[src/design/rv_pipe_pkg.sv]
// Pipeline control encodings
// ALU and branch functions, operand selects, bus slave states
package rv_pipe_pkg;

  // ALU function, decided in decode, applied in execute
  typedef enum logic [3:0] {
    ALU_ADD,
    ALU_SUB,
    ALU_SLL,
    ALU_SLT,
    ALU_SLTU,
    ALU_XOR,
    ALU_SRL,
    ALU_SRA,
    ALU_OR,
    ALU_AND
  } alu_fn_e;

  // Branch compare kind, BR_NONE for plain ALU ops
  typedef enum logic [2:0] {
    BR_NONE,
    BR_EQ,
    BR_NE,
    BR_LT,
    BR_LTU,
    BR_GE,
    BR_GEU
  } br_fn_e;

  typedef enum logic [1:0] {OP1_RDAT, OP1_IMM_I, OP1_IMM_U, OP1_IMM_SB} op1_sel_e;
  typedef enum logic       {OP0_RDAT, OP0_ZERO} op0_sel_e;  // Zero for LUI

  // Wishbone slave FSM
  typedef enum logic {ST_IDLE, ST_ACK} slave_state_e;

endpackage

[src/design/rv_isa_pkg.sv]
// RISC-V integer ISA definitions
// Word and register types, kept major opcodes and funct fields
package rv_isa_pkg;

  typedef logic [31:0] word_t;      // Data or instruction word
  typedef logic [4:0]  reg_addr_t;  // x0..x31
  typedef logic [6:0]  opcode_t;    // inst[6:0]

  // ----------------------------------------
  // Major opcodes
  // ----------------------------------------
  localparam opcode_t OPC_OP     = 7'b0110011;  // R-type ALU
  localparam opcode_t OPC_OP_IMM = 7'b0010011;  // I-type ALU
  localparam opcode_t OPC_LUI    = 7'b0110111;
  localparam opcode_t OPC_BRANCH = 7'b1100011;  // beq..bgeu

  // ----------------------------------------
  // funct3 values
  // ----------------------------------------
  // ALU ops, shared by OP and OP_IMM
  localparam logic [2:0] F3_ADD_SUB = 3'b000;
  localparam logic [2:0] F3_SLL     = 3'b001;
  localparam logic [2:0] F3_SLT     = 3'b010;
  localparam logic [2:0] F3_SLTU    = 3'b011;
  localparam logic [2:0] F3_XOR     = 3'b100;
  localparam logic [2:0] F3_SRL_SRA = 3'b101;
  localparam logic [2:0] F3_OR      = 3'b110;
  localparam logic [2:0] F3_AND     = 3'b111;

  // Branch kinds
  localparam logic [2:0] F3_BEQ  = 3'b000;
  localparam logic [2:0] F3_BNE  = 3'b001;
  localparam logic [2:0] F3_BLT  = 3'b100;
  localparam logic [2:0] F3_BGE  = 3'b101;
  localparam logic [2:0] F3_BLTU = 3'b110;
  localparam logic [2:0] F3_BGEU = 3'b111;

  // funct7 bit that turns add into sub, srl into sra (inst[30])
  localparam int F7_ALT_BIT = 5;

endpackage
[src/design/xw_if.sv]
// Execute to writeback pipeline register
// Also read by decode for the writeback bypass
`timescale 1ns/1ns

interface xw_if;

  logic                  valid;
  logic                  wen;
  rv_isa_pkg::reg_addr_t rd;
  rv_isa_pkg::word_t     data;    // ALU result, zero for branches
  logic                  taken;   // Branch outcome

  modport src    (output valid, wen, rd, data, taken);
  modport dst    (input  valid, wen, rd, data, taken);
  modport bypass (input  valid, wen, rd, data);  // No taken needed here

endinterface

[src/design/dx_if.sv]
// Decode to execute pipeline register
// Written by decode at the end of the decode cycle
`timescale 1ns/1ns

interface dx_if;

  logic                  valid;   // Instruction in execute
  rv_isa_pkg::reg_addr_t rd;
  logic                  wen;     // Writes rd
  rv_pipe_pkg::alu_fn_e  alu_fn;
  rv_pipe_pkg::br_fn_e   br_fn;
  rv_isa_pkg::word_t     op0;     // Selected operands
  rv_isa_pkg::word_t     op1;

  modport src (output valid, rd, wen, alu_fn, br_fn, op0, op1);
  modport dst (input  valid, rd, wen, alu_fn, br_fn, op0, op1);

endinterface

[src/design/rv_alu_pipe_top.sv]
// RISC-V integer execute pipeline, top level
// Wishbone instruction slave, decode, register file, execute, writeback
`timescale 1ns/1ns

module rv_alu_pipe_top (
  input  logic                  clk,
  input  logic                  reset,
  input  logic                  wb_cyc,
  input  logic                  wb_stb,
  input  logic                  wb_we,
  input  logic [31:0]           wb_dat_i,   // Instruction word
  output logic                  wb_ack,
  output logic                  result_valid,
  output logic                  result_wen,
  output rv_isa_pkg::reg_addr_t result_rd,
  output rv_isa_pkg::word_t     result_data,
  output logic                  result_taken
);

  logic                  inst_valid;
  logic [31:0]           inst;
  rv_isa_pkg::reg_addr_t rs1_addr;
  rv_isa_pkg::reg_addr_t rs2_addr;
  rv_isa_pkg::word_t     rs1_data;
  rv_isa_pkg::word_t     rs2_data;
  logic                  rf_wen;
  rv_isa_pkg::reg_addr_t rf_waddr;
  rv_isa_pkg::word_t     rf_wdata;

  dx_if dx ();
  xw_if xw ();

  // ----------------------------------------
  // Input side
  // ----------------------------------------
  inst_wb_slave u_slave (
    .clk        (clk),
    .reset      (reset),
    .wb_cyc     (wb_cyc),
    .wb_stb     (wb_stb),
    .wb_we      (wb_we),
    .wb_dat_i   (wb_dat_i),
    .wb_ack     (wb_ack),
    .inst_valid (inst_valid),
    .inst       (inst)
  );

  // ----------------------------------------
  // Decode, register file, execute
  // ----------------------------------------
  decode_stage u_decode (
    .clk        (clk),
    .reset      (reset),
    .inst_valid (inst_valid),
    .inst       (inst),
    .rs1_addr   (rs1_addr),
    .rs2_addr   (rs2_addr),
    .rs1_data   (rs1_data),
    .rs2_data   (rs2_data),
    .xw         (xw.bypass),
    .dx         (dx.src)
  );

  regfile u_regfile (
    .clk      (clk),
    .reset    (reset),
    .rs1_addr (rs1_addr),
    .rs2_addr (rs2_addr),
    .rs1_data (rs1_data),
    .rs2_data (rs2_data),
    .wen      (rf_wen),
    .waddr    (rf_waddr),
    .wdata    (rf_wdata)
  );

  execute_stage u_execute (
    .clk   (clk),
    .reset (reset),
    .dx    (dx.dst),
    .xw    (xw.src)
  );

  // ----------------------------------------
  // Output side
  // ----------------------------------------
  writeback_stage u_writeback (
    .xw           (xw.dst),
    .rf_wen       (rf_wen),
    .rf_waddr     (rf_waddr),
    .rf_wdata     (rf_wdata),
    .result_valid (result_valid),
    .result_wen   (result_wen),
    .result_taken (result_taken),
    .result_rd    (result_rd),
    .result_data  (result_data)
  );

endmodule

[src/design/writeback_stage.sv]
// Writeback stage
// Register file write and result report from the xw register
`timescale 1ns/1ns

module writeback_stage (
  xw_if.dst                     xw,
  output logic                  rf_wen,
  output rv_isa_pkg::reg_addr_t rf_waddr,
  output rv_isa_pkg::word_t     rf_wdata,
  output logic                  result_valid,
  output logic                  result_wen,
  output logic                  result_taken,
  output rv_isa_pkg::reg_addr_t result_rd,
  output rv_isa_pkg::word_t     result_data
);

  logic do_write;   // Valid write to a real register

  assign do_write = xw.valid && xw.wen && (xw.rd != '0);

  // Register file side
  assign rf_wen   = do_write;
  assign rf_waddr = xw.rd;
  assign rf_wdata = xw.data;

  // Result report, one cycle per instruction
  assign result_valid = xw.valid;
  assign result_wen   = do_write;   // Low for x0 and branches
  assign result_rd    = xw.rd;
  assign result_data  = xw.data;
  assign result_taken = xw.valid && xw.taken;

endmodule

[src/design/execute_stage.sv]
// Execute stage: ALU and branch comparator
// Results registered into the xw pipeline register
`timescale 1ns/1ns

module execute_stage (
  input  logic clk,
  input  logic reset,
  dx_if.dst    dx,
  xw_if.src    xw
);

  rv_isa_pkg::word_t alu_out;
  rv_isa_pkg::word_t result;
  logic [4:0]        shamt;
  logic              eq;
  logic              lt;    // Signed
  logic              ltu;
  logic              taken;
  logic              is_br;

  assign shamt = dx.op1[4:0];
  assign eq    = (dx.op0 == dx.op1);
  assign lt    = ($signed(dx.op0) < $signed(dx.op1));  // Shared with slt
  assign ltu   = (dx.op0 < dx.op1);
  assign is_br = (dx.br_fn != rv_pipe_pkg::BR_NONE);

  // ----------------------------------------
  // ALU
  // ----------------------------------------
  always_comb begin
    case (dx.alu_fn)
      rv_pipe_pkg::ALU_ADD:  alu_out = dx.op0 + dx.op1;
      rv_pipe_pkg::ALU_SUB:  alu_out = dx.op0 - dx.op1;
      rv_pipe_pkg::ALU_SLL:  alu_out = dx.op0 << shamt;
      rv_pipe_pkg::ALU_SLT:  alu_out = {31'b0, lt};
      rv_pipe_pkg::ALU_SLTU: alu_out = {31'b0, ltu};
      rv_pipe_pkg::ALU_XOR:  alu_out = dx.op0 ^ dx.op1;
      rv_pipe_pkg::ALU_SRL:  alu_out = dx.op0 >> shamt;
      rv_pipe_pkg::ALU_SRA:  alu_out = $signed(dx.op0) >>> shamt;
      rv_pipe_pkg::ALU_OR:   alu_out = dx.op0 | dx.op1;
      rv_pipe_pkg::ALU_AND:  alu_out = dx.op0 & dx.op1;
      default:               alu_out = '0;
    endcase
  end

  // Branch outcome
  always_comb begin
    case (dx.br_fn)
      rv_pipe_pkg::BR_EQ:  taken = eq;
      rv_pipe_pkg::BR_NE:  taken = !eq;
      rv_pipe_pkg::BR_LT:  taken = lt;
      rv_pipe_pkg::BR_LTU: taken = ltu;
      rv_pipe_pkg::BR_GE:  taken = !lt;
      rv_pipe_pkg::BR_GEU: taken = !ltu;
      default:             taken = 1'b0;   // Not a branch
    endcase
  end

  assign result = is_br ? '0 : alu_out;   // Branches carry no data

  // ----------------------------------------
  // W <- X
  // ----------------------------------------
  always_ff @(posedge clk) begin
    if (reset) begin
      xw.valid <= 1'b0;
      xw.wen   <= 1'b0;
      xw.taken <= 1'b0;
    end else begin
      xw.valid <= dx.valid;
      xw.wen   <= dx.wen && !is_br;
      xw.taken <= dx.valid && taken;
    end
  end

  always_ff @(posedge clk) begin
    xw.rd   <= dx.rd;
    xw.data <= result;
  end

endmodule

[src/design/regfile.sv]
// Integer register file, 32 x 32
// Two combinational reads, one synchronous write, x0 reads zero
`timescale 1ns/1ns

module regfile (
  input  logic                  clk,
  input  logic                  reset,
  input  rv_isa_pkg::reg_addr_t rs1_addr,
  input  rv_isa_pkg::reg_addr_t rs2_addr,
  output rv_isa_pkg::word_t     rs1_data,
  output rv_isa_pkg::word_t     rs2_data,
  input  logic                  wen,
  input  rv_isa_pkg::reg_addr_t waddr,
  input  rv_isa_pkg::word_t     wdata
);

  rv_isa_pkg::word_t regs [32];

  // x0 forced on the read side
  assign rs1_data = (rs1_addr == '0) ? '0 : regs[rs1_addr];
  assign rs2_data = (rs2_addr == '0) ? '0 : regs[rs2_addr];

  always_ff @(posedge clk) begin
    if (reset) begin
      for (int i = 0; i < 32; i++) regs[i] <= '0;  // All registers read zero
    end else if (wen) begin
      regs[waddr] <= wdata;
    end
  end

endmodule

[src/design/decode_stage.sv]
// Decode stage: fields, immediates, register read with writeback bypass
// Operand select and control decode into the dx register
`timescale 1ns/1ns

module decode_stage (
  input  logic                  clk,
  input  logic                  reset,
  input  logic                  inst_valid,
  input  rv_isa_pkg::word_t     inst,
  output rv_isa_pkg::reg_addr_t rs1_addr,
  output rv_isa_pkg::reg_addr_t rs2_addr,
  input  rv_isa_pkg::word_t     rs1_data,
  input  rv_isa_pkg::word_t     rs2_data,
  xw_if.bypass                  xw,
  dx_if.src                     dx
);

  rv_isa_pkg::opcode_t   opcode;
  rv_isa_pkg::reg_addr_t rd;
  logic [2:0]            funct3;
  logic [6:0]            funct7;
  rv_isa_pkg::word_t     imm_i;
  rv_isa_pkg::word_t     imm_u;
  rv_isa_pkg::word_t     imm_sb;
  rv_pipe_pkg::alu_fn_e  alu_fn;
  rv_pipe_pkg::br_fn_e   br_fn;
  rv_pipe_pkg::op0_sel_e op0_sel;
  rv_pipe_pkg::op1_sel_e op1_sel;
  logic                  wen;
  logic                  legal;     // Low for unsupported encodings
  logic                  byp1;
  logic                  byp2;
  rv_isa_pkg::word_t     rs1_val;
  rv_isa_pkg::word_t     rs2_val;
  rv_isa_pkg::word_t     op0_val;
  rv_isa_pkg::word_t     op1_val;

  // funct3 to ALU function, alt picks sub / sra
  function automatic rv_pipe_pkg::alu_fn_e alu_of(input logic [2:0] f3, input logic alt);
    case (f3)
      rv_isa_pkg::F3_ADD_SUB: alu_of = alt ? rv_pipe_pkg::ALU_SUB : rv_pipe_pkg::ALU_ADD;
      rv_isa_pkg::F3_SLL:     alu_of = rv_pipe_pkg::ALU_SLL;
      rv_isa_pkg::F3_SLT:     alu_of = rv_pipe_pkg::ALU_SLT;
      rv_isa_pkg::F3_SLTU:    alu_of = rv_pipe_pkg::ALU_SLTU;
      rv_isa_pkg::F3_XOR:     alu_of = rv_pipe_pkg::ALU_XOR;
      rv_isa_pkg::F3_SRL_SRA: alu_of = alt ? rv_pipe_pkg::ALU_SRA : rv_pipe_pkg::ALU_SRL;
      rv_isa_pkg::F3_OR:      alu_of = rv_pipe_pkg::ALU_OR;
      default:                alu_of = rv_pipe_pkg::ALU_AND;
    endcase
  endfunction

  // ----------------------------------------
  // Fields and immediates
  // ----------------------------------------
  assign opcode   = inst[6:0];
  assign rd       = inst[11:7];
  assign funct3   = inst[14:12];
  assign rs1_addr = inst[19:15];
  assign rs2_addr = inst[24:20];
  assign funct7   = inst[31:25];
  assign imm_i    = {{20{inst[31]}}, inst[31:20]};
  assign imm_u    = {inst[31:12], 12'b0};
  assign imm_sb   = {{19{inst[31]}}, inst[31], inst[7], inst[30:25], inst[11:8], 1'b0};

  // ----------------------------------------
  // Control decode
  // ----------------------------------------
  always_comb begin
    alu_fn  = rv_pipe_pkg::ALU_ADD;   // Default is add of zeros
    br_fn   = rv_pipe_pkg::BR_NONE;
    op0_sel = rv_pipe_pkg::OP0_ZERO;
    op1_sel = rv_pipe_pkg::OP1_RDAT;
    wen     = 1'b0;
    legal   = 1'b1;
    case (opcode)
      rv_isa_pkg::OPC_OP: begin
        alu_fn  = alu_of(funct3, funct7[rv_isa_pkg::F7_ALT_BIT]);
        op0_sel = rv_pipe_pkg::OP0_RDAT;
        wen     = 1'b1;
      end
      rv_isa_pkg::OPC_OP_IMM: begin
        // No subi, alt bit only means srai
        alu_fn  = alu_of(funct3, (funct3 == rv_isa_pkg::F3_SRL_SRA) &&
                                 funct7[rv_isa_pkg::F7_ALT_BIT]);
        op0_sel = rv_pipe_pkg::OP0_RDAT;
        op1_sel = rv_pipe_pkg::OP1_IMM_I;   // Shamt in low 5 bits
        wen     = 1'b1;
      end
      rv_isa_pkg::OPC_LUI: begin
        op1_sel = rv_pipe_pkg::OP1_IMM_U;   // 0 + imm_u
        wen     = 1'b1;
      end
      rv_isa_pkg::OPC_BRANCH: begin
        op0_sel = rv_pipe_pkg::OP0_RDAT;    // Compare rs1 with rs2
        case (funct3)
          rv_isa_pkg::F3_BEQ:  br_fn = rv_pipe_pkg::BR_EQ;
          rv_isa_pkg::F3_BNE:  br_fn = rv_pipe_pkg::BR_NE;
          rv_isa_pkg::F3_BLT:  br_fn = rv_pipe_pkg::BR_LT;
          rv_isa_pkg::F3_BGE:  br_fn = rv_pipe_pkg::BR_GE;
          rv_isa_pkg::F3_BLTU: br_fn = rv_pipe_pkg::BR_LTU;
          rv_isa_pkg::F3_BGEU: br_fn = rv_pipe_pkg::BR_GEU;
          default:             legal = 1'b0;
        endcase
      end
      default: legal = 1'b0;
    endcase
  end

  // Writeback bypass, regfile not written until end of this cycle
  assign byp1    = xw.valid && xw.wen && (xw.rd != '0) && (xw.rd == rs1_addr);
  assign byp2    = xw.valid && xw.wen && (xw.rd != '0) && (xw.rd == rs2_addr);
  assign rs1_val = byp1 ? xw.data : rs1_data;
  assign rs2_val = byp2 ? xw.data : rs2_data;

  assign op0_val = (op0_sel == rv_pipe_pkg::OP0_RDAT) && legal ? rs1_val : '0;

  always_comb begin
    case (op1_sel)
      rv_pipe_pkg::OP1_IMM_I:  op1_val = imm_i;
      rv_pipe_pkg::OP1_IMM_U:  op1_val = imm_u;
      rv_pipe_pkg::OP1_IMM_SB: op1_val = imm_sb;
      default:                 op1_val = rs2_val;
    endcase
  end

  // ----------------------------------------
  // X <- D
  // ----------------------------------------
  always_ff @(posedge clk) begin
    if (reset) begin
      dx.valid <= 1'b0;
      dx.wen   <= 1'b0;
      dx.br_fn <= rv_pipe_pkg::BR_NONE;
    end else begin
      dx.valid <= inst_valid;
      dx.wen   <= wen && legal;
      dx.br_fn <= br_fn;
    end
  end

  always_ff @(posedge clk) begin
    dx.rd     <= rd;
    dx.alu_fn <= alu_fn;
    dx.op0    <= op0_val;
    dx.op1    <= legal ? op1_val : '0;  // Unsupported gives 0 + 0
  end

endmodule

[src/design/inst_wb_slave.sv]
// Wishbone classic slave for instruction issue
// One word per bus cycle, ack held for a single clock
`timescale 1ns/1ns

module inst_wb_slave (
  input  logic        clk,
  input  logic        reset,
  input  logic        wb_cyc,
  input  logic        wb_stb,
  input  logic        wb_we,
  input  logic [31:0] wb_dat_i,
  output logic        wb_ack,
  output logic        inst_valid,
  output logic [31:0] inst
);

  rv_pipe_pkg::slave_state_e state;
  logic                      take;  // New strobe seen in idle

  assign take   = (state == rv_pipe_pkg::ST_IDLE) && wb_cyc && wb_stb;
  assign wb_ack = (state == rv_pipe_pkg::ST_ACK);   // One cycle per request

  always_ff @(posedge clk) begin
    if (reset) begin
      state      <= rv_pipe_pkg::ST_IDLE;
      inst_valid <= 1'b0;
    end else begin
      inst_valid <= take && wb_we;  // Reads ack without issue
      if (take)
        state <= rv_pipe_pkg::ST_ACK;
      else
        state <= rv_pipe_pkg::ST_IDLE;  // Ack cycle always returns
    end
  end

  // Instruction word, D register
  always_ff @(posedge clk) begin
    if (take) inst <= wb_dat_i;
  end

endmodule

[config.mk]
export PLATFORM = sky130hd
export DESIGN_NAME = rv_alu_pipe_top
export DESIGN_NICKNAME = d
export VERILOG_FILES = /design/src/design/rv_pipe_pkg.sv /design/src/design/rv_isa_pkg.sv /design/src/design/xw_if.sv /design/src/design/dx_if.sv /design/src/design/rv_alu_pipe_top.sv /design/src/design/writeback_stage.sv /design/src/design/execute_stage.sv /design/src/design/regfile.sv /design/src/design/decode_stage.sv /design/src/design/inst_wb_slave.sv
export SDC_FILE = /design/constraint.sdc
export NUM_CORES = 2
export LEC_CHECK = 0
export BUFFER_PORTS_ARGS = -buffer_cell sky130_fd_sc_hd__clkbuf_2
export CORE_ASPECT_RATIO = 1.1
export CORE_MARGIN = 2
export CORE_UTILIZATION = 27
export CTS_CLUSTER_DIAMETER = 80
export DETAILED_ROUTE_END_ITERATION = 8
export HOLD_SLACK_MARGIN = 0.06
export PLACE_DENSITY = 0.42
export SYNTH_ARGS = -nofsm -noshare
export SYNTH_HDL_FRONTEND = slang
export SYNTH_SLANG_ARGS = --single-unit
[constraint.sdc]
create_clock -name clk -period 4.3 [get_ports clk]
set_clock_uncertainty 0.2 [all_clocks]
set_input_delay 0.43 -clock clk [delete_from_list [all_inputs] [get_ports clk]]
set_output_delay 0.43 -clock clk [all_outputs]
set_load 0.02 [all_outputs]
==> metrics.yaml <==
synthAdderAreaFrac: 0.01847
maxCapViolCount: 0
crit_fanout: 4
htree_levels: 4
routed_wl_um: 279000
postSynthAreaPerCell_um2: 13.59
drtIter0Drc: 5084
grt_pass1_vias: 46300
crit_required_ns: 4.78
clkLatencyLatePin_ns: 0.84
dieArea_mm2: 0.2554
critPathSlowestCell: "a211oi_1"
fin_tns_setup_ns: 0
grt_pass1_wl_um: 386000
rsz0062_at_grt: "false"
io_buffers: 77
cp_num_buf_inv: 0
fin_nets: 5228
synth_area_leader_cell: "edfxtp_1"
yosysMostFrequentCell: "edfxtp_1"
ios: 78
end_kind: "flop"
stdcell_count: 8541
min_path_cells: 2
crit_family: "compound AO/OA/AOI/OAI gates"
synth_xor_area_frac: 0.002968
synth_compound_area_frac: 0.06144
synth_enable_flop_cells: 1056
power_leakage_nw: 27.62
numCtsBuffers: 147
drcViolationCount: 0
dr_total_vias: 45460
synth_commonest_cells: "edfxtp_1, and2_1, mux4_2"
clkTransAtPathRegs_ns: 0.06
cts_tree: "done"
maxClockFrequency_ghz: 0.2500
gr-total-overflow: 0
min_path_type: "input port to flop"
synth_cells: 4996
comb_power_share: 0.126
worstPathArrival_ns: 4.48
synth_ff_type: "edfxtp_1"
core_area_mm2: 0.2507
final_layout_size_suffix_gt1_frac: 0.2638
clockPowerShare: 0.426
powerDensity_mw_per_mm2: 372.0
ys_types: 89
yosysSeqAreaShare: 0.5055
avgRoutedWirePerCell_um: 32.66
clockBufferDepth: 3
ir_worst_vdd_mv: 0.4220
place_ws_ns: 0.4420
async_flop_share: 0
syn2layout_area_growth_pct: 16.41
dpl.hpwl_um: 182000
cts_sinks: 1186
fp-row-count: 193
die_x_um: 482.1
first_pass_iters: 6
fillers: 24830
start_kind: "flop"
synth-seq-cells: 1186
setup_viol: 0
initial_core_util: 0.2708
synth_top_family_by_area: "multiplexers"
p_int_mw: 21.70
gp_congestion: 0.9035
power_mw: 29.39
placed_cells: 8221
cp.depth: 10
antenna_found_initial: 26
pwr-share-seq: 0.449
synthMuxAreaShare: 0.2415
p_sw_frac: 0.2617
yosysWarnings: 0
tightestPinTransition_ns: 1.083
run_status: "complete, no violations"
crit_chain: "ha_1 > fa_1 > a211oi_1 > o211ai_1 > nand2_1 > o21ai_0 > a211oi_1 > a221o_1 > o21ai_0 > a31oi_1"
relSlewSlack: 0.2768
grt_max_degree: 82
syn-cell-area_mm2: 0.06787
finalWorstPathRequiredPeriod_ns: 4.000
synth_top_area_share: 0.4672
worstSetupPathType: "flop to flop"
fin_ws_ns: 0.3005
worstRegToRegCells: 10
timing.final.crit_share: 0.9301
fin_hold_ws_ns: 0.1218
cts-root-buf: "clkbuf_16"
grt_usage: 0.2165
synth-simple-area-share: 0.1366
hold_viol_final: 0
critPathMaxStageDelay_ns: 0.58
synth_area_leaders: "edfxtp_1, mux4_2, and2_1"
die_h_um: 529.9
viasPerCell: 5.323
ant_nets: 0
p_sw_mw: 7.692
drv_slew: 0
what timing repair did:
action / in CTS / in global routing
endpoints found under the hold margin: 78 / 0
hold buffers: 37 / 0
setup buffers: 0 / 0
resized for setup: 0 / 0
path summary, 6_finish.rpt:
path | slack (ns) | startpoint | end
setup / recovery | 0.30 | u_decode.dx.op0[0] | u_execute.xw.data[20]
hold / removal | 0.12 | wb_dat_i[1] | u_slave.inst[1]
setup reg to reg | 0.30 | u_decode.dx.op0[0] | u_execute.xw.data[20]
hold reg to reg | 0.13 | u_decode.dx.rd[2] | u_execute.xw.rd[2]
worst register-to-register path: stages (launching register included):
cell	delay (ns)
dfxtp_1	0.34
ha_1	0.25
fa_1	0.46
a211oi_1	0.42
o211ai_1	0.24
nand2_1	0.25
o21ai_0	0.27
a211oi_1	0.58
a221o_1	0.24
o21ai_0	0.12
a31oi_1	0.47
power groups by stage:
stage / registers [mW] / clock network [mW] / logic [mW]
4_1_cts: 13.2 / 12.8 / 3.73
6_report: 13.2 / 12.5 / 3.69
5_1_grt: 13.2 / 13.2 / 3.82
3_5_place_dp: 13.4 / 0 / 3.70
2_1_floorplan: 13.3 / 0 / 2.17
3_3_place_gp: 13.4 / 0 / 3.70
registers in the layout (all words and copies together) (netlist names), 3 cells and up, named ones only:
register	cells
u_regfile.regs	1024
u_decode.dx.op0	32
u_decode.dx.op1	32
u_execute.xw.data	32
u_slave.inst	32
u_decode.dx.rd	5
u_execute.xw.rd	5
u_decode.dx.alu_fn	4
u_decode.dx.br_fn	3
routing by layer:
metal | vias to the layer above | wire length [um] | global-route usage | share of wire
met5 | - | 34 | 0 | 0.00012
met4 | 4 | 11980 | 0.08925 | 0.043
met3 | 402 | 17110 | 0.03146 | 0.061
met2 | 1829 | 133300 | 0.3545 | 0.48
met1 | 23970 | 116500 | 0.2865 | 0.42
li1 | 19260 | - | - | -
area by class of cell:
type	instances	area [um2]	area share
flip-flops and latches	1186	34350	0.4348
multi-input cells	3254	31710	0.4013
well taps	3315	4148	0.05249
clock buffers	192	4066	0.05146
repair buffers	401	3638	0.04605
clock inverters	74	670.6	0.008488
inverters	102	382.9	0.004846
diodes	17	42.54	0.0005384
kinds of logic (layout without fill, tap and decap cells):
logic type / count (synthesis) / count (layout)
AOI/OAI and AO/OA: 630 / 630
xor gates and xnor gates: 23 / 23
adders and majority gates: 99 / 99
buffers and inverters: 587 / 769
DFF: 1186 / 1186
muxes: 806 / 806
other: 1 / 49
and+or+nand+nor: 1664 / 1664
cell usage in the layout (no fill, tap or decap), types with 15 or more instances in the layout:
cell type,instances
clkbuf_16,154
dfxtp_1,115
xnor2_1,18
mux2i_1,120
o211ai_1,28
dlygate4sd3_1,37
a21o_1,15
edfxtp_1,1056
or2_2,35
nor3_1,33
inv_1,96
nor2_4,31
clkinv_2,16
a221o_1,31
nor2b_1,21
nand2_1,199
and2_1,1004
mux4_2,663
a211oi_1,33
buf_4,230
clkbuf_2,76
diode_2,17
buf_12,58
nor2_1,225
ha_1,97
a31oi_1,30
conb_1,32
a21oi_1,173
clkbuf_1,31
mux2_2,23
o22ai_1,18
nand3_1,27
o21ai_0,141
a221oi_1,18
clkinv_1,32
through the flow:
| stage | area (um2) | util |
|---|---|---|
| 2_1_floorplan | 67990 | - |
| 3_3_place_gp | 73860 | 0.2947 |
| 3_5_place_dp | 73860 | 0.2947 |
| 4_1_cts | 78970 | 0.3151 |
| 5_1_grt | 78980 | 0.3151 |
| 6_report | 79010 | 0.3152 |
(Power assumes the default switching activity.)
